**src/include/cw_io_settings.svh**
```systemverilog
`ifndef CW_IO_SETTINGS_SVH
`define CW_IO_SETTINGS_SVH

`define CW_NUM_IO           4      // Target IO channels

// Register map
`define CW_ADDR_CTRL        6'h00
`define CW_ADDR_TRIGCNT     6'h01
`define CW_ADDR_IO_BASE     6'h10  // Channel n at base + n

// Channel register fields
`define CW_IO_OE_BIT        0      // Output enable
`define CW_IO_VAL_BIT       1      // Drive value
`define CW_IO_TEN_BIT       2      // Trigger enable
`define CW_IO_INV_BIT       3      // Trigger invert
`define CW_IO_PIN_BIT       4      // Synced pin, read only

// Control register fields
`define CW_CTRL_AND_BIT     0      // 0 = OR, 1 = AND
`define CW_CTRL_PWROFF_BIT  1      // Target power off

`endif

```
**src/rtl/cw_io_pkg.sv**
```systemverilog
`default_nettype none

package cw_io_pkg;

   // Register bus address, same width as the board's register bus
   typedef logic [5:0] reg_addr_t;

   // Register bus data
   typedef logic [7:0] reg_data_t;

   // Host bridge FSM
   typedef enum logic [1:0] {
      IDLE,      // Waiting for host req
      ACCESS,    // Strobe issue and read capture
      ACK_HIGH   // Holding ack until req drops
   } bridge_state_t;

endpackage

`default_nettype wire

```
**src/rtl/usb_reg_bridge.sv**
```systemverilog
`default_nettype none
`timescale 1ns/1ps

module usb_reg_bridge (
   input  wire                  clk_usb,
   input  wire                  rst_n_i,

   // Host four-phase port
   input  wire                  host_req_i,
   input  wire                  host_write_i,
   input  wire cw_io_pkg::reg_addr_t host_addr_i,
   input  wire cw_io_pkg::reg_data_t host_wdata_i,
   output logic                 host_ack_o,
   output cw_io_pkg::reg_data_t host_rdata_o,

   // Register bus
   output cw_io_pkg::reg_addr_t reg_addr_o,
   output cw_io_pkg::reg_data_t reg_wdata_o,
   output logic                 reg_write_o,
   output logic                 reg_read_o,
   input  wire cw_io_pkg::reg_data_t reg_rdata_i
);
   import cw_io_pkg::*;

   bridge_state_t state_q;

   reg_addr_t addr_q;       // Latched request fields
   reg_data_t wdata_q;
   logic      write_q;

   logic      strobe_q;     // One cycle per handshake
   logic      req_q;        // Registered req for release detect
   logic      ack_q;
   reg_data_t rdata_q;

   // Request fields are taken once, when the FSM leaves IDLE
   always_ff @(posedge clk_usb) begin
      if (state_q == IDLE && host_req_i) begin
         addr_q  <= host_addr_i;
         wdata_q <= host_wdata_i;
         write_q <= host_write_i;
      end
   end

   always_ff @(posedge clk_usb or negedge rst_n_i) begin
      if (!rst_n_i) begin
         state_q  <= IDLE;
         strobe_q <= 1'b0;
         req_q    <= 1'b0;
         ack_q    <= 1'b0;
         rdata_q  <= '0;
      end else begin
         req_q <= host_req_i;
         unique case (state_q)
            IDLE: begin
               if (host_req_i) begin
                  state_q <= ACCESS;
               end
            end
            ACCESS: begin
               if (!strobe_q) begin
                  strobe_q <= 1'b1;          // Bus strobe cycle
               end else begin
                  strobe_q <= 1'b0;
                  rdata_q  <= reg_rdata_i;   // End of strobe cycle
                  ack_q    <= 1'b1;
                  state_q  <= ACK_HIGH;
               end
            end
            ACK_HIGH: begin
               // Ack drops one edge after req is seen low
               if (!req_q) begin
                  ack_q   <= 1'b0;
                  state_q <= IDLE;
               end
            end
            default: begin
               state_q <= IDLE;
            end
         endcase
      end
   end

   assign reg_addr_o   = addr_q;
   assign reg_wdata_o  = wdata_q;
   assign reg_write_o  = strobe_q & write_q;
   assign reg_read_o   = strobe_q & ~write_q;

   assign host_ack_o   = ack_q;
   assign host_rdata_o = rdata_q;   // Held with ack

endmodule

`default_nettype wire

```
**config.mk**
```make
export PLATFORM = sky130hd
export DESIGN_NAME = usb_reg_bridge
export DESIGN_NICKNAME = d
export VERILOG_FILES = /design/src/include/cw_io_settings.svh /design/src/rtl/cw_io_pkg.sv /design/src/rtl/usb_reg_bridge.sv
export SDC_FILE = /design/constraint.sdc
export NUM_CORES = 1
export LEC_CHECK = 0
export BUFFER_PORTS_ARGS = -buffer_cell sky130_fd_sc_hd__buf_2
export CAP_MARGIN = 20
export CORE_MARGIN = 5
export CORE_UTILIZATION = 30
export CTS_CLUSTER_SIZE = 16
export DETAILED_ROUTE_END_ITERATION = 7
export GPL_TIMING_DRIVEN = 0
export PLACE_DENSITY_LB_ADDON = 0.15
export SLEW_MARGIN = 20
export SYNTH_ARGS = -nofsm -noshare
export SYNTH_HDL_FRONTEND = slang
export SYNTH_SLANG_ARGS = --single-unit
export TNS_END_PERCENT = 100
```
**constraint.sdc**
```tcl
create_clock -name clk_usb -period 3.3 [get_ports clk_usb]
set_clock_uncertainty 0.1 [all_clocks]
set_input_delay 0.495 -clock clk_usb [delete_from_list [all_inputs] [get_ports clk_usb]]
set_output_delay 0.495 -clock clk_usb [all_outputs]
set_load 0.02 [all_outputs]
```
Yosys cells after proc, flatten, opt, wreduce, memory -nomap -nowiden:

Index checks and enable logic that the tools add are counted.

* bits of input ports: 26
* output and inout port bits: 25
* word-level logic and storage cells: 30
* bits in registers: 28

* multiplexer cells: 8
* equal/unequal tests: 5
* reductions and logical operators: 6
* bitwise gates (word level): 3

Operator list (number)
* $mux 2: 3
* $ne 2x2->1 const B: 3
* $pmux 2 s3: 1
* $reduce_and 3->1: 2
* $mux 1: 3
* $and 1x1->1: 2
* $eq 2x1->1 const B: 1
* $eq 2x2->1 const B: 1
* $logic_not 2->1: 1
* $pmux 1 s2: 1
* $reduce_and 2->1: 1
* $reduce_bool 2->1: 1
* $logic_and 1x1->1: 1
* $not 1->1: 1

Logic depth before layout (Yosys ltp):

* depth after elaboration: 3
* gate-level depth with buffers: 2
* gate-level depth less buffers: 2

Least setup slack after synthesis:

OpenSTA, ideal clock, no wires.

* path type: register to register
* start point: reg state_q[0]
* end point: reg addr_q[0] (netlist: reg_addr_o[0]), enable pin
* required time: 2814 ps
* stages on the path, launching flop included: 3
* library setup time: 386 ps
* period minus slack after synthesis: 1744 ps
* setup slack: 1556 ps
* arrival: 1258 ps
* buffers on the path: 0
* path through: dfrtp_1 > nand2b_1 > nor2_1

* longest elaborated chain between the ends: 2

Ends and longest elaborated chain
* from (decl): line usb_reg_bridge.sv:25 `bridge_state_t state_q;`
* from (signal assigned): line usb_reg_bridge.sv:47 `state_q <= IDLE;`
* from (signal assigned): line usb_reg_bridge.sv:57 `state_q <= ACCESS;`
* from (signal assigned): line usb_reg_bridge.sv:67 `state_q <= ACK_HIGH;`
* $logic_not 2->1: line usb_reg_bridge.sv:38 `if (state_q == IDLE && host_req_i) begin`
* $logic_and 1x1->1: line usb_reg_bridge.sv:38
* to (signal assigned): line usb_reg_bridge.sv:39 `addr_q <= host_addr_i;`
* to (decl): line usb_reg_bridge.sv:27 `reg_addr_t addr_q;`

No other way between the ends.
A chain may end at the register's enable or synchronous reset.

Worst setup path after layout:

* start point: reg strobe_q
* end point: out reg_read_o

* longest elaborated chain between the ends: 1

Ends and longest elaborated chain
* from (decl): line usb_reg_bridge.sv:31 `logic strobe_q;`
* from (signal assigned): line usb_reg_bridge.sv:48 `strobe_q <= 1'b0;`
* from (signal assigned): line usb_reg_bridge.sv:62 `strobe_q <= 1'b1;`
* from (signal assigned): line usb_reg_bridge.sv:64 `strobe_q <= 1'b0;`
* $and 1x1->1: line usb_reg_bridge.sv:87 `assign reg_read_o = strobe_q & ~write_q;`
* to (decl): line usb_reg_bridge.sv:20 `output logic reg_read_o,`

No other way between the ends.

==> impl_metrics.csv <==
group,metric,value,unit
worst_setup_path,worst-path-max-fanout,6,
min_path,holdPathEnd,"req_q$_DFF_PN0_",
cells_and_area,multi_input_area,189,µm²
routing,drc_errors,0,
job,maxCapViolations,0,
sta,fmax,579,MHz
grt,overflow,0,
clocking,cts_setup_buffers,0,
status,status,"finished, final reports clean",
floorplanning,die_y,66.6,µm
sta,worst_pin_slew,0.707,ns
synth,syn_area,962,µm²
clocking,cts_buffer_depth,2,
synth,synth.distinct_cells,14,
routing,vias_per_cell,4.19,
cells_and_area,final_nets,132,
clocking,cts_sinks,28,
power,vdd_drop_max,0.322,mV
synth,syn_inst,50,
routing,finalWirelength,1800,µm
synth,yosys_register_bits,28,
worst_setup_path,critPathTopFamily,"flip-flops",
worst_setup_path,end_kind,"primary output",
power,power.density,891,nW/µm²
cells_and_area,final_cell_mix,"buf_2 (50), edfxtp_1 (15), dfrtp_1 (13), mux2_2 (8), clkbuf_4 (3)",
cells_and_area,final_common_cell,"buf_2",
routing,ant_nets,0,
sta,period_share,52.3,%
clocking,clkTransAtPathRegs,0.14,ns
worst_setup_path,cp.depth,2,
sta,slew_headroom,52.8,%
worst_setup_path,crit_type,"flip-flop to primary output",
cells_and_area,fillCellCount,308,
cells_and_area,area_growth,38.5,%
sta,slew_viol_final,0,
worst_setup_path,reg2reg_slack,1.62,ns
cells_and_area,final_layout_size_suffix_gt1_share,61.0,%
worst_setup_path,critPathLaunchType,"flip-flop",
worst_setup_path,crit_slowest_cell,"dfrtp_1",
min_path,hp-class,"input pin to flip-flop",
sta,rsz0062_at_grt,"false",
floorplanning,rows,20,
grt,track_usage,8.42,%
clocking,cts_buffers,3,
synth,ys_seq_area_share,80.6,%
power,cellLeakagePower,0.000603,µW
floorplanning,dieArea,4440,µm²
placed_design,hpwl,1390,µm
worst_setup_path,reg2reg_from,"state_q[0]$_DFFE_PN0P_",
min_path,hp-start,"host_req_i",
floorplanning,design.core.area,3050,µm²
grt,grt_max_degree,17,
worst_setup_path,critPathMaxStageDelay,0.50,ns
placed_design,gp_congestion,0.612,
grt,antenna_found_initial,0,
sta,setup_violations,0,
power,p_total,1190,µW
floorplanning,start_util,31.5,%
clocking,cts_tree,"yes",
sta,period_needed,1.73,ns
grt,grt_first_pass_wirelength,2800,µm
worst_setup_path,arrival,1.13,ns
placed_design,portBuffers,50,
routing,drtIter0Drc,33,
worst_setup_path,r2r_cells,2,
min_path,worstHoldPathCells,1,
worst_setup_path,worstReg2RegEnd,"reg_wdata_o[6]$_DFFE_PP_",
floorplanning,die_w,66.6,µm
routing,wire_per_inst,12.1,µm
synth,syn_nets,76,
synth,yosys_warnings,0,
routing,first_pass_iters,2,
sta,tns,0,ns
worst_setup_path,critPathBufInv,1,
routing,vias,624,
sta,finalHoldViolCount,0,
cells_and_area,insertedDiodeCount,0,
cells_and_area,seqCellArea,776,µm²
worst_setup_path,path_cells,"nor2b_1 -> buf_2",
clocking,clk-insertion-delay-late,0.32,ns
grt,first_global_vias,646,
synth,avgSynthCellArea,19.2,µm²
clocking,cts.htree.levels,1,
clocking,cts-root-buf,"clkbuf_4",
worst_setup_path,cp_data_required_time,2.70,ns
floorplanning,ios,51,
==> report_power, final <==
group	internal (µW)	switching, µW
registers	495	63.6
logic	172	237
clock network	123	97.8
==> kinds of logic after synthesis <==
group,share of synthesized area [%]
xor gates and xnor gates,0.910
AOI/OAI and AO/OA,2.08
muxes,9.36
DFF,80.6
and+or+nand+nor,7.02
==> layout make-up <==
cell class,instances,share of cell area (%)
Sequential cell,28,58.2
Clock buffer,3,1.69
Tap cell,44,4.13
Multi-Input combinational cell,22,14.2
Clock inverter,1,2.25
Timing Repair Buffer,51,19.5
==> registers in the layout, indices dropped and copies added (netlist names) <==
register,flops
host_ack_o,1
host_rdata_o,8
reg_addr_o,6
reg_wdata_o,8
req_q,1
state_q,2
strobe_q,1
write_q,1
==> stage by stage <==
step | utilization [%] | hold slack [ns] | setup slack (ns) | instance area (µm²) | instances
after floorplan | - | 0.0994 | 1.56 | 962 | 50
after global placement | 41.5 | 0.299 | 1.26 | 1270 | 144
after detailed placement | 41.5 | 0.301 | 1.24 | 1270 | 144
after CTS | 43.6 | 0.172 | 1.25 | 1330 | 149
after global routing | 43.6 | 0.163 | 1.49 | 1330 | 149
final | 43.6 | 0.190 | 1.57 | 1330 | 149
==> repair_timing <==
item                                   CTS  global route
gates resized for setup                  0             0
hold buffers                             1             0
setup endpoints to repair                0             0
endpoints found under the hold margin   13             0
==> cells in the mapped netlist <==
cell / count / area, µm²
nand2_1: 1 / 3.75
nand3b_4: 1 / 20.0
dfrtp_1: 13 / 325
nor2b_1: 1 / 6.26
xnor2_1: 1 / 8.76
nor2_1: 1 / 3.75
nand2b_1: 2 / 12.5
and2_1: 1 / 6.26
o21ai_0: 2 / 10.0
a21oi_1: 2 / 10.0
or2b_1: 1 / 7.51
mux2_2: 8 / 90.1
nand3b_1: 1 / 7.51
edfxtp_1: 15 / 450
==> layer usage <==
metal / global-route usage (%) / share of wire, % / vias up / wire length, µm
met3: 4.22 / 16 / 2 / 286
met1: 9.07 / 39 / 294 / 706
met4: 3.81 / 0.72 / 0 / 13
met5: 0 / 0 / - / 0
li1: - / - / 291 / -
met2: 13.7 / 44 / 37 / 790
==> how the worst max path moves through the flow <==
| stage | from | end |
|---|---|---|
| after floorplan | state_q[0]$_DFFE_PN0P_ | reg_addr_o[0]$_DFFE_PP_ |
| after global placement | host_req_i | reg_addr_o[0]$_DFFE_PP_ |
| after detailed placement | host_req_i | reg_addr_o[2]$_DFFE_PP_ |
| after CTS | state_q[0]$_DFFE_PN0P_ | reg_addr_o[2]$_DFFE_PP_ |
| after global routing | strobe_q$_DFFE_PN0N_ | reg_write_o |
| final | strobe_q$_DFFE_PN0N_ | reg_read_o |
Note: power is estimated with default switching activity, not from simulation.
