$ cat src/include/cw_io_settings.svh
`ifndef CW_IO_SETTINGS_SVH
`define CW_IO_SETTINGS_SVH

`define CW_NUM_IO           4      // Target IO channels

// Register map
`define CW_ADDR_CTRL        6'h00
`define CW_ADDR_TRIGCNT     6'h01
`define CW_ADDR_IO_BASE     6'h10  // Channel n at base + n

// Channel register fields
`define CW_IO_OE_BIT        0      // Output enable
`define CW_IO_VAL_BIT       1      // Drive value
`define CW_IO_TEN_BIT       2      // Trigger enable
`define CW_IO_INV_BIT       3      // Trigger invert
`define CW_IO_PIN_BIT       4      // Synced pin, read only

// Control register fields
`define CW_CTRL_AND_BIT     0      // 0 = OR, 1 = AND
`define CW_CTRL_PWROFF_BIT  1      // Target power off

`endif

$ cat src/rtl/cw_io_pkg.sv
`default_nettype none

package cw_io_pkg;

   // Register bus address, same width as the board's register bus
   typedef logic [5:0] reg_addr_t;

   // Register bus data
   typedef logic [7:0] reg_data_t;

   // Host bridge FSM
   typedef enum logic [1:0] {
      IDLE,      // Waiting for host req
      ACCESS,    // Strobe issue and read capture
      ACK_HIGH   // Holding ack until req drops
   } bridge_state_t;

endpackage

`default_nettype wire

$ cat src/rtl/trigger_collector.sv
`default_nettype none
`timescale 1ns/1ps
`include "cw_io_settings.svh"

module trigger_collector (
   input  wire                  clk_usb,
   input  wire                  rst_n_i,

   // Register bus
   input  wire cw_io_pkg::reg_addr_t reg_addr_i,
   input  wire cw_io_pkg::reg_data_t reg_wdata_i,
   input  wire                  reg_write_i,
   input  wire                  reg_read_i,

   // From the channels
   input  wire cw_io_pkg::reg_data_t chan_rdata_i [`CW_NUM_IO],
   input  wire [`CW_NUM_IO-1:0] trig_req_i,
   input  wire [`CW_NUM_IO-1:0] trig_en_i,

   output cw_io_pkg::reg_data_t reg_rdata_o,
   output logic                 target_highz_o,
   output logic                 target_npower_o,
   output logic                 trigger_o
);
   import cw_io_pkg::*;

   logic [`CW_CTRL_PWROFF_BIT:`CW_CTRL_AND_BIT] ctrl_q;
   reg_data_t trig_cnt_q;       // Wraps at 256
   logic      trig_q;
   logic      trig_d_q;         // Previous trigger, edge detect
   logic      any_en;
   logic      all_req;
   logic      trig_comb;
   reg_data_t own_rdata;
   reg_data_t merged_rdata;

   always_ff @(posedge clk_usb or negedge rst_n_i) begin
      if (!rst_n_i) begin
         ctrl_q <= '0;
      end else if (reg_write_i && reg_addr_i == `CW_ADDR_CTRL) begin
         ctrl_q <= reg_wdata_i[`CW_CTRL_PWROFF_BIT:`CW_CTRL_AND_BIT];
      end
   end

   // Disabled channels do not block the AND
   assign any_en  = |trig_en_i;
   assign all_req = &(trig_req_i | ~trig_en_i);

   assign trig_comb = ctrl_q[`CW_CTRL_AND_BIT] ? (any_en & all_req) : (|trig_req_i);

   always_ff @(posedge clk_usb or negedge rst_n_i) begin
      if (!rst_n_i) begin
         trig_q   <= 1'b0;
         trig_d_q <= 1'b0;
      end else begin
         trig_q   <= trig_comb;
         trig_d_q <= trig_q;
      end
   end

   always_ff @(posedge clk_usb or negedge rst_n_i) begin
      if (!rst_n_i) begin
         trig_cnt_q <= '0;
      end else if (reg_write_i && reg_addr_i == `CW_ADDR_TRIGCNT) begin
         trig_cnt_q <= '0;                  // Any write clears
      end else if (trig_q && !trig_d_q) begin
         trig_cnt_q <= trig_cnt_q + 1'b1;
      end
   end

   always_comb begin
      own_rdata = '0;
      if (reg_read_i) begin
         if (reg_addr_i == `CW_ADDR_CTRL) begin
            own_rdata[`CW_CTRL_PWROFF_BIT:`CW_CTRL_AND_BIT] = ctrl_q;
         end else if (reg_addr_i == `CW_ADDR_TRIGCNT) begin
            own_rdata = trig_cnt_q;
         end
      end
   end

   // Unmapped addresses fall out as zero
   always_comb begin
      merged_rdata = own_rdata;
      for (int i = 0; i < `CW_NUM_IO; i++) begin
         merged_rdata = merged_rdata | chan_rdata_i[i];
      end
   end

   assign reg_rdata_o     = merged_rdata;
   assign target_highz_o  = ctrl_q[`CW_CTRL_PWROFF_BIT];
   assign target_npower_o = ctrl_q[`CW_CTRL_PWROFF_BIT];
   assign trigger_o       = trig_q;

endmodule

`default_nettype wire

$ cat config.mk
export PLATFORM = sky130hd
export DESIGN_NAME = trigger_collector
export DESIGN_NICKNAME = d
export VERILOG_FILES = /design/src/rtl/cw_io_pkg.sv /design/src/rtl/trigger_collector.sv
export VERILOG_INCLUDE_DIRS = /design/src /design/src/include
export SDC_FILE = /design/constraint.sdc
export NUM_CORES = 1
export LEC_CHECK = 0
export BUFFER_PORTS_ARGS = -buffer_cell sky130_fd_sc_hd__buf_2
export CAP_MARGIN = 20
export CORE_ASPECT_RATIO = 1.2
export CORE_MARGIN = 5
export CORE_UTILIZATION = 30
export DETAILED_ROUTE_END_ITERATION = 8
export PLACE_DENSITY = 0.68
export RECOVER_POWER = 100
export SETUP_SLACK_MARGIN = 0.3
export SYNTH_ARGS = -nofsm -noshare
export SYNTH_HDL_FRONTEND = slang
export SYNTH_SLANG_ARGS = --single-unit
$ cat constraint.sdc
create_clock -name clk_usb -period 1.23 [get_ports clk_usb]
set_input_delay 0.123 -clock clk_usb [delete_from_list [all_inputs] [get_ports clk_usb]]
set_output_delay 0.123 -clock clk_usb [all_outputs]
set_load 0.005 [all_outputs]
# Word-level counts from Yosys, hierarchy flattened
# Cells that the tools add are included.
[op_classes]
add_sub_neg = 1
n_eq_ne = 1
muxes = 7
bitwise = 7
n_reduce_logical = 9
[op_table]
columns = ["cell", "n"]
rows = [
  ["two-way mux 8 bit", 4],
  ["OR 8 bit", 4],
  ["adder 8 x 1 -> 8 bit, second input constant", 1],
  ["OR reduction 4 bit", 2],
  ["== test 6 x 1 -> 1 bit, second input constant", 1],
  ["logical NOT 6 bit", 1],
  ["two-way mux 6 bit", 1],
  ["inverter 4 bit", 1],
  ["OR 4 bit", 1],
  ["AND reduction 4 bit", 1],
  ["logical AND 1 bit", 3],
  ["two-way mux 2 bit", 1],
  ["nonzero test 2 bit", 1],
  ["bitwise AND 1 bit", 1],
  ["logical NOT 1 bit", 1],
  ["two-way mux 1 bit", 1],
]
[word_totals]
ff_bits = 12
in_bits = 58
out_inout_bits = 11
word_cells = 29

# Longest topological paths before layout
[logic_depth]
ltp_word = 8
mapped_depth = 5
depth_no_buf = 4

# Worst setup path after synthesis
# Ideal clock, no wire load.
[synth_path]
kind = "in2reg"
from = "input port reg_addr_i[1]"
to = "register ctrl_q[0] in the netlist's numbering"
setup_ns = 0.125
arrival_time_ns = 1.029
required_ns = 1.105
slack_ns = 0.076
cell_stages = 4
path_buffers = 0
path_cell_list = "or3_1 -> nor3_2 -> nand3b_1 -> mux2_2"
[synth_via]
elab_chain_cells = 2
[synth_rtl]
columns = ["item", "line", "source"]
rows = [
  ["start, declared", "trigger_collector.sv:10", "input wire cw_io_pkg::reg_addr_t reg_addr_i,"],
  ["logical NOT 6 bit (no line)", "--", ""],
  ["logical AND 1 bit (no line)", "--", ""],
  ["end signal, assigned", "trigger_collector.sv:41", "ctrl_q <= reg_wdata_i[`CW_CTRL_PWROFF_BIT:`CW_CTRL_AND_BIT];"],
  ["end, declared", "trigger_collector.sv:27", "logic [`CW_CTRL_PWROFF_BIT:`CW_CTRL_AND_BIT] ctrl_q;"],
]
# No other way between the ends.
# A chain may end at the register's enable or synchronous reset.

# Final worst setup path
[layout_path]
from = "input port reg_addr_i[1]"
to = "output port reg_rdata_o[2]"
[layout_via]
elab_chain_cells = 8
word_cells_on_any_way = 9
cone_classes = "eq/ne (1); mux (3); bitwise (4); reduce/logical (1)"
[layout_rtl]
columns = ["item", "line", "source"]
rows = [
  ["== test 6 x 1 -> 1 bit (no line)", "--", ""],
  ["two-way mux 8 bit", "trigger_collector.sv:76", "end else if (reg_addr_i == `CW_ADDR_TRIGCNT) begin"],
  ["two-way mux 6 bit (*)", "trigger_collector.sv:74", "if (reg_addr_i == `CW_ADDR_CTRL) begin"],
  ["two-way mux 8 bit (*)", "trigger_collector.sv:73", "if (reg_read_i) begin"],
  ["OR 8 bit (*) (4 in a row)", "trigger_collector.sv:86", "merged_rdata = merged_rdata | chan_rdata_i[i];"],
  ["end, declared", "trigger_collector.sv:20", "output cw_io_pkg::reg_data_t reg_rdata_o,"],
]
# Mark *: on every way between the ends. The rest lies on a longest branch, timed or not.

==> results.sh <==
export IMPL_status="complete, but fails checks"
export IMPL_violations="setup timing"
export IMPL_yosysUniqueCellTypes=24
export IMPL_crit_chain="buf_6, or3_1, nor3_2, nand2_2, o21ai_1, buf_2"
export IMPL_max_slew_margin_pct=55.7
export IMPL_drt_iter0_drc=11
export IMPL_critPathArrivalTime_ns=1.22
export IMPL_antenna_found_initial=0
export IMPL_cp_start_kind="primary input"
export IMPL_rsz0062_at_grt="true"
export IMPL_drive_gt1_share_pct=53.6
export IMPL_syn_area_per_cell_um2=8.83
export IMPL_area_growth_pct=65.1
export IMPL_synthesis_area_um2=724
export IMPL_end_kind="output pin"
export IMPL_critPathMaxStageDelay_ns=0.37
export IMPL_grt_pass1_vias=860
export IMPL_powerDensity_nw_per_um2=1110
export IMPL_grt_overflow=0
export IMPL_worstMarginPinSlew_ns=0.665
export IMPL_grt_pass1_wl_um=3300
export IMPL_ys_seq_area_share_pct=41.5
export IMPL_n_antenna_cell=0
export IMPL_final_common_cell="buf_2"
export IMPL_crit_path_max_fanout=8
export IMPL_ant_nets=0
export IMPL_path_clk_slew_ns=0.07
export IMPL_clk_latency_ns=0.27
export IMPL_fmaxAchievable_mhz=747
export IMPL_grt_max_degree=13
export IMPL_synth_seq_cells=12
export IMPL_dieWidth_um=54.9
export IMPL_vias_per_cell=4.82
export IMPL_worst_slack_ns=-0.109
export IMPL_critPathRequiredTime_ns=1.11
export IMPL_critical_path_class="in -> out"
export IMPL_fin_skew_ns=0.00214
export IMPL_clkSinkCount=12
export IMPL_setup_viol=8
export IMPL_dr_pass1_iters=4
export IMPL_syn_inst=82
export IMPL_clock_path_buffers=2
export IMPL_htreeDepth=1
export IMPL_irDropWorstVdd_uv=716
export IMPL_wl_um=2270
export IMPL_hold_class="in -> reg"
export IMPL_ios=69
export IMPL_maxCapViolations=0
export IMPL_final_core_util_pct=51.9
export IMPL_p_leak_nw=0.584
export IMPL_portBuffers=62
export IMPL_maxSlewViolCount=0
export IMPL_start_util_pct=31.4
export IMPL_gp_congestion=0.753
export IMPL_min_period_ns=1.34
export IMPL_die_h_um=63.8
export IMPL_dp_hpwl_um=1840
export IMPL_dp_slack_ns=-0.175
export IMPL_finalPower_mw=1.33
export IMPL_final_cell_mix="buf_2 (58), dfrtp_1 (12), nor4_1 (10)"
export IMPL_fin_nets=212
export IMPL_grt_use_total_pct=12.7
export IMPL_hold_viol=0
export IMPL_r2r_slack_ns=0.06
export IMPL_cts_root_buf="clkbuf_4"
export IMPL_critPathSlowestCell="or3_1"
export IMPL_dieArea_um2=3500
export IMPL_rows=19
export IMPL_core_area_um2=2310
export IMPL_syn_num_nets=141
export IMPL_yosysWarningCount=0
export IMPL_route_vias_total=878
export IMPL_fin_crit_sh_pct=109
export IMPL_cts_tree="yes"
export IMPL_cts_buffers=3
export IMPL_drc=0
export IMPL_avgRoutedWirePerCell_um=12.5
-- registers in the layout, summed over array words and instances (netlist names) --
name / flops
ctrl_q: 2
trig_cnt_q: 8
trig_d_q: 1
trigger_o: 1
-- timing repair --
action	in CTS	in global routing
hold buffers	1	0
hold endpoints to repair	12	0
buffers inserted	4	1
endpoints found under the setup margin	21	21
pin swaps	8	6
gates resized for setup	9	11
-- cells in the mapped netlist, drive strengths merged --
master,n,area [µm²]
dfrtp,12,300
nand2,10,37.5
nor4,10,62.6
nor2,8,30.0
o21ai,8,40.0
xor2,6,52.6
inv,4,15.0
mux2i,3,30.0
nand4,3,18.8
and3,2,13.8
buf,2,12.5
mux2,2,22.5
o22ai,2,12.5
or3,2,12.5
a21oi,1,5.00
and4b,1,10.0
clkbuf,1,3.75
ha,1,12.5
nand3b,1,7.51
nor2b,1,6.26
nor3,1,10.0
xnor2,1,8.76
-- where the power goes --
| part | switching (mW) | leakage, nW | total (mW) | internal, mW |
|---|---|---|---|---|
| Sequential | 0.0967 | 0.150 | 0.579 | 0.483 |
| Clock | 0.124 | 0.0138 | 0.237 | 0.113 |
| Combinational | 0.218 | 0.421 | 0.515 | 0.297 |
| Total | 0.438 | 0.584 | 1.33 | 0.893 |
-- final cells by class --
class / instances / area (µm²)
Clock buffer: 3 / 22.5
Tap cell: 31 / 38.8
Inverter: 4 / 15.0
Timing Repair Buffer: 69 / 368
Multi-Input combinational cell: 63 / 452
Sequential cell: 12 / 300
Fill cell: 215 / 1110
-- per-stage QoR --
stage	setup TNS [ns]	std cells	area, µm²	hold slack (ns)
floorplan	0	82	733	-0.173
global placement	-2.00	173	1070	0.0105
detailed placement	-2.41	173	1070	0.0155
CTS	-0.663	181	1170	0.0733
global route	-1.39	182	1200	0.0798
finish	-0.650	182	1200	0.0814
-- path summary, 6_finish.rpt --
kind,end,depth (start not counted),startpoint
max,reg_rdata_o[2],6,reg_addr_i[1]
min,ctrl_q[0],2,reg_wdata_i[0]
max reg2reg,trig_cnt_q[7],4,trig_d_q
min reg2reg,trigger_o,1,ctrl_q[0]
max in group asynchronous,trig_cnt_q[0],2,rst_n_i
min in group asynchronous,trig_cnt_q[2],2,rst_n_i
-- kinds of logic (layout without fill, tap and decap cells) --
kind of cell,count (synthesis),after routing,synth area share (%)
AND/OR/NAND/NOR,39,39,28.8
flip-flops,12,12,41.5
AO/OA/AOI/OAI,11,11,7.94
XOR/XNOR,7,7,8.46
buffers and inverters,7,76,4.32
multiplexers,5,5,7.25
adder cells (fa/ha/maj),1,1,1.73
-- critical path: cells and delay by family --
| kind | cells | cell delay, ns |
|---|---|---|
| buffers and inverters | 2 | 0.22 |
| AO/OA/AOI/OAI | 1 | 0.18 |
| AND/OR/NAND/NOR | 3 | 0.71 |
-- per-layer routing --
metal	GRT usage, %	up-vias	part of all wire, %
li1	-	432	-
met1	11.7	413	32
met2	23.7	31	58
met3	3.26	2	9.3
met4	6.54	0	0.62
met5	0	-	0
(Power assumes the default switching activity.)
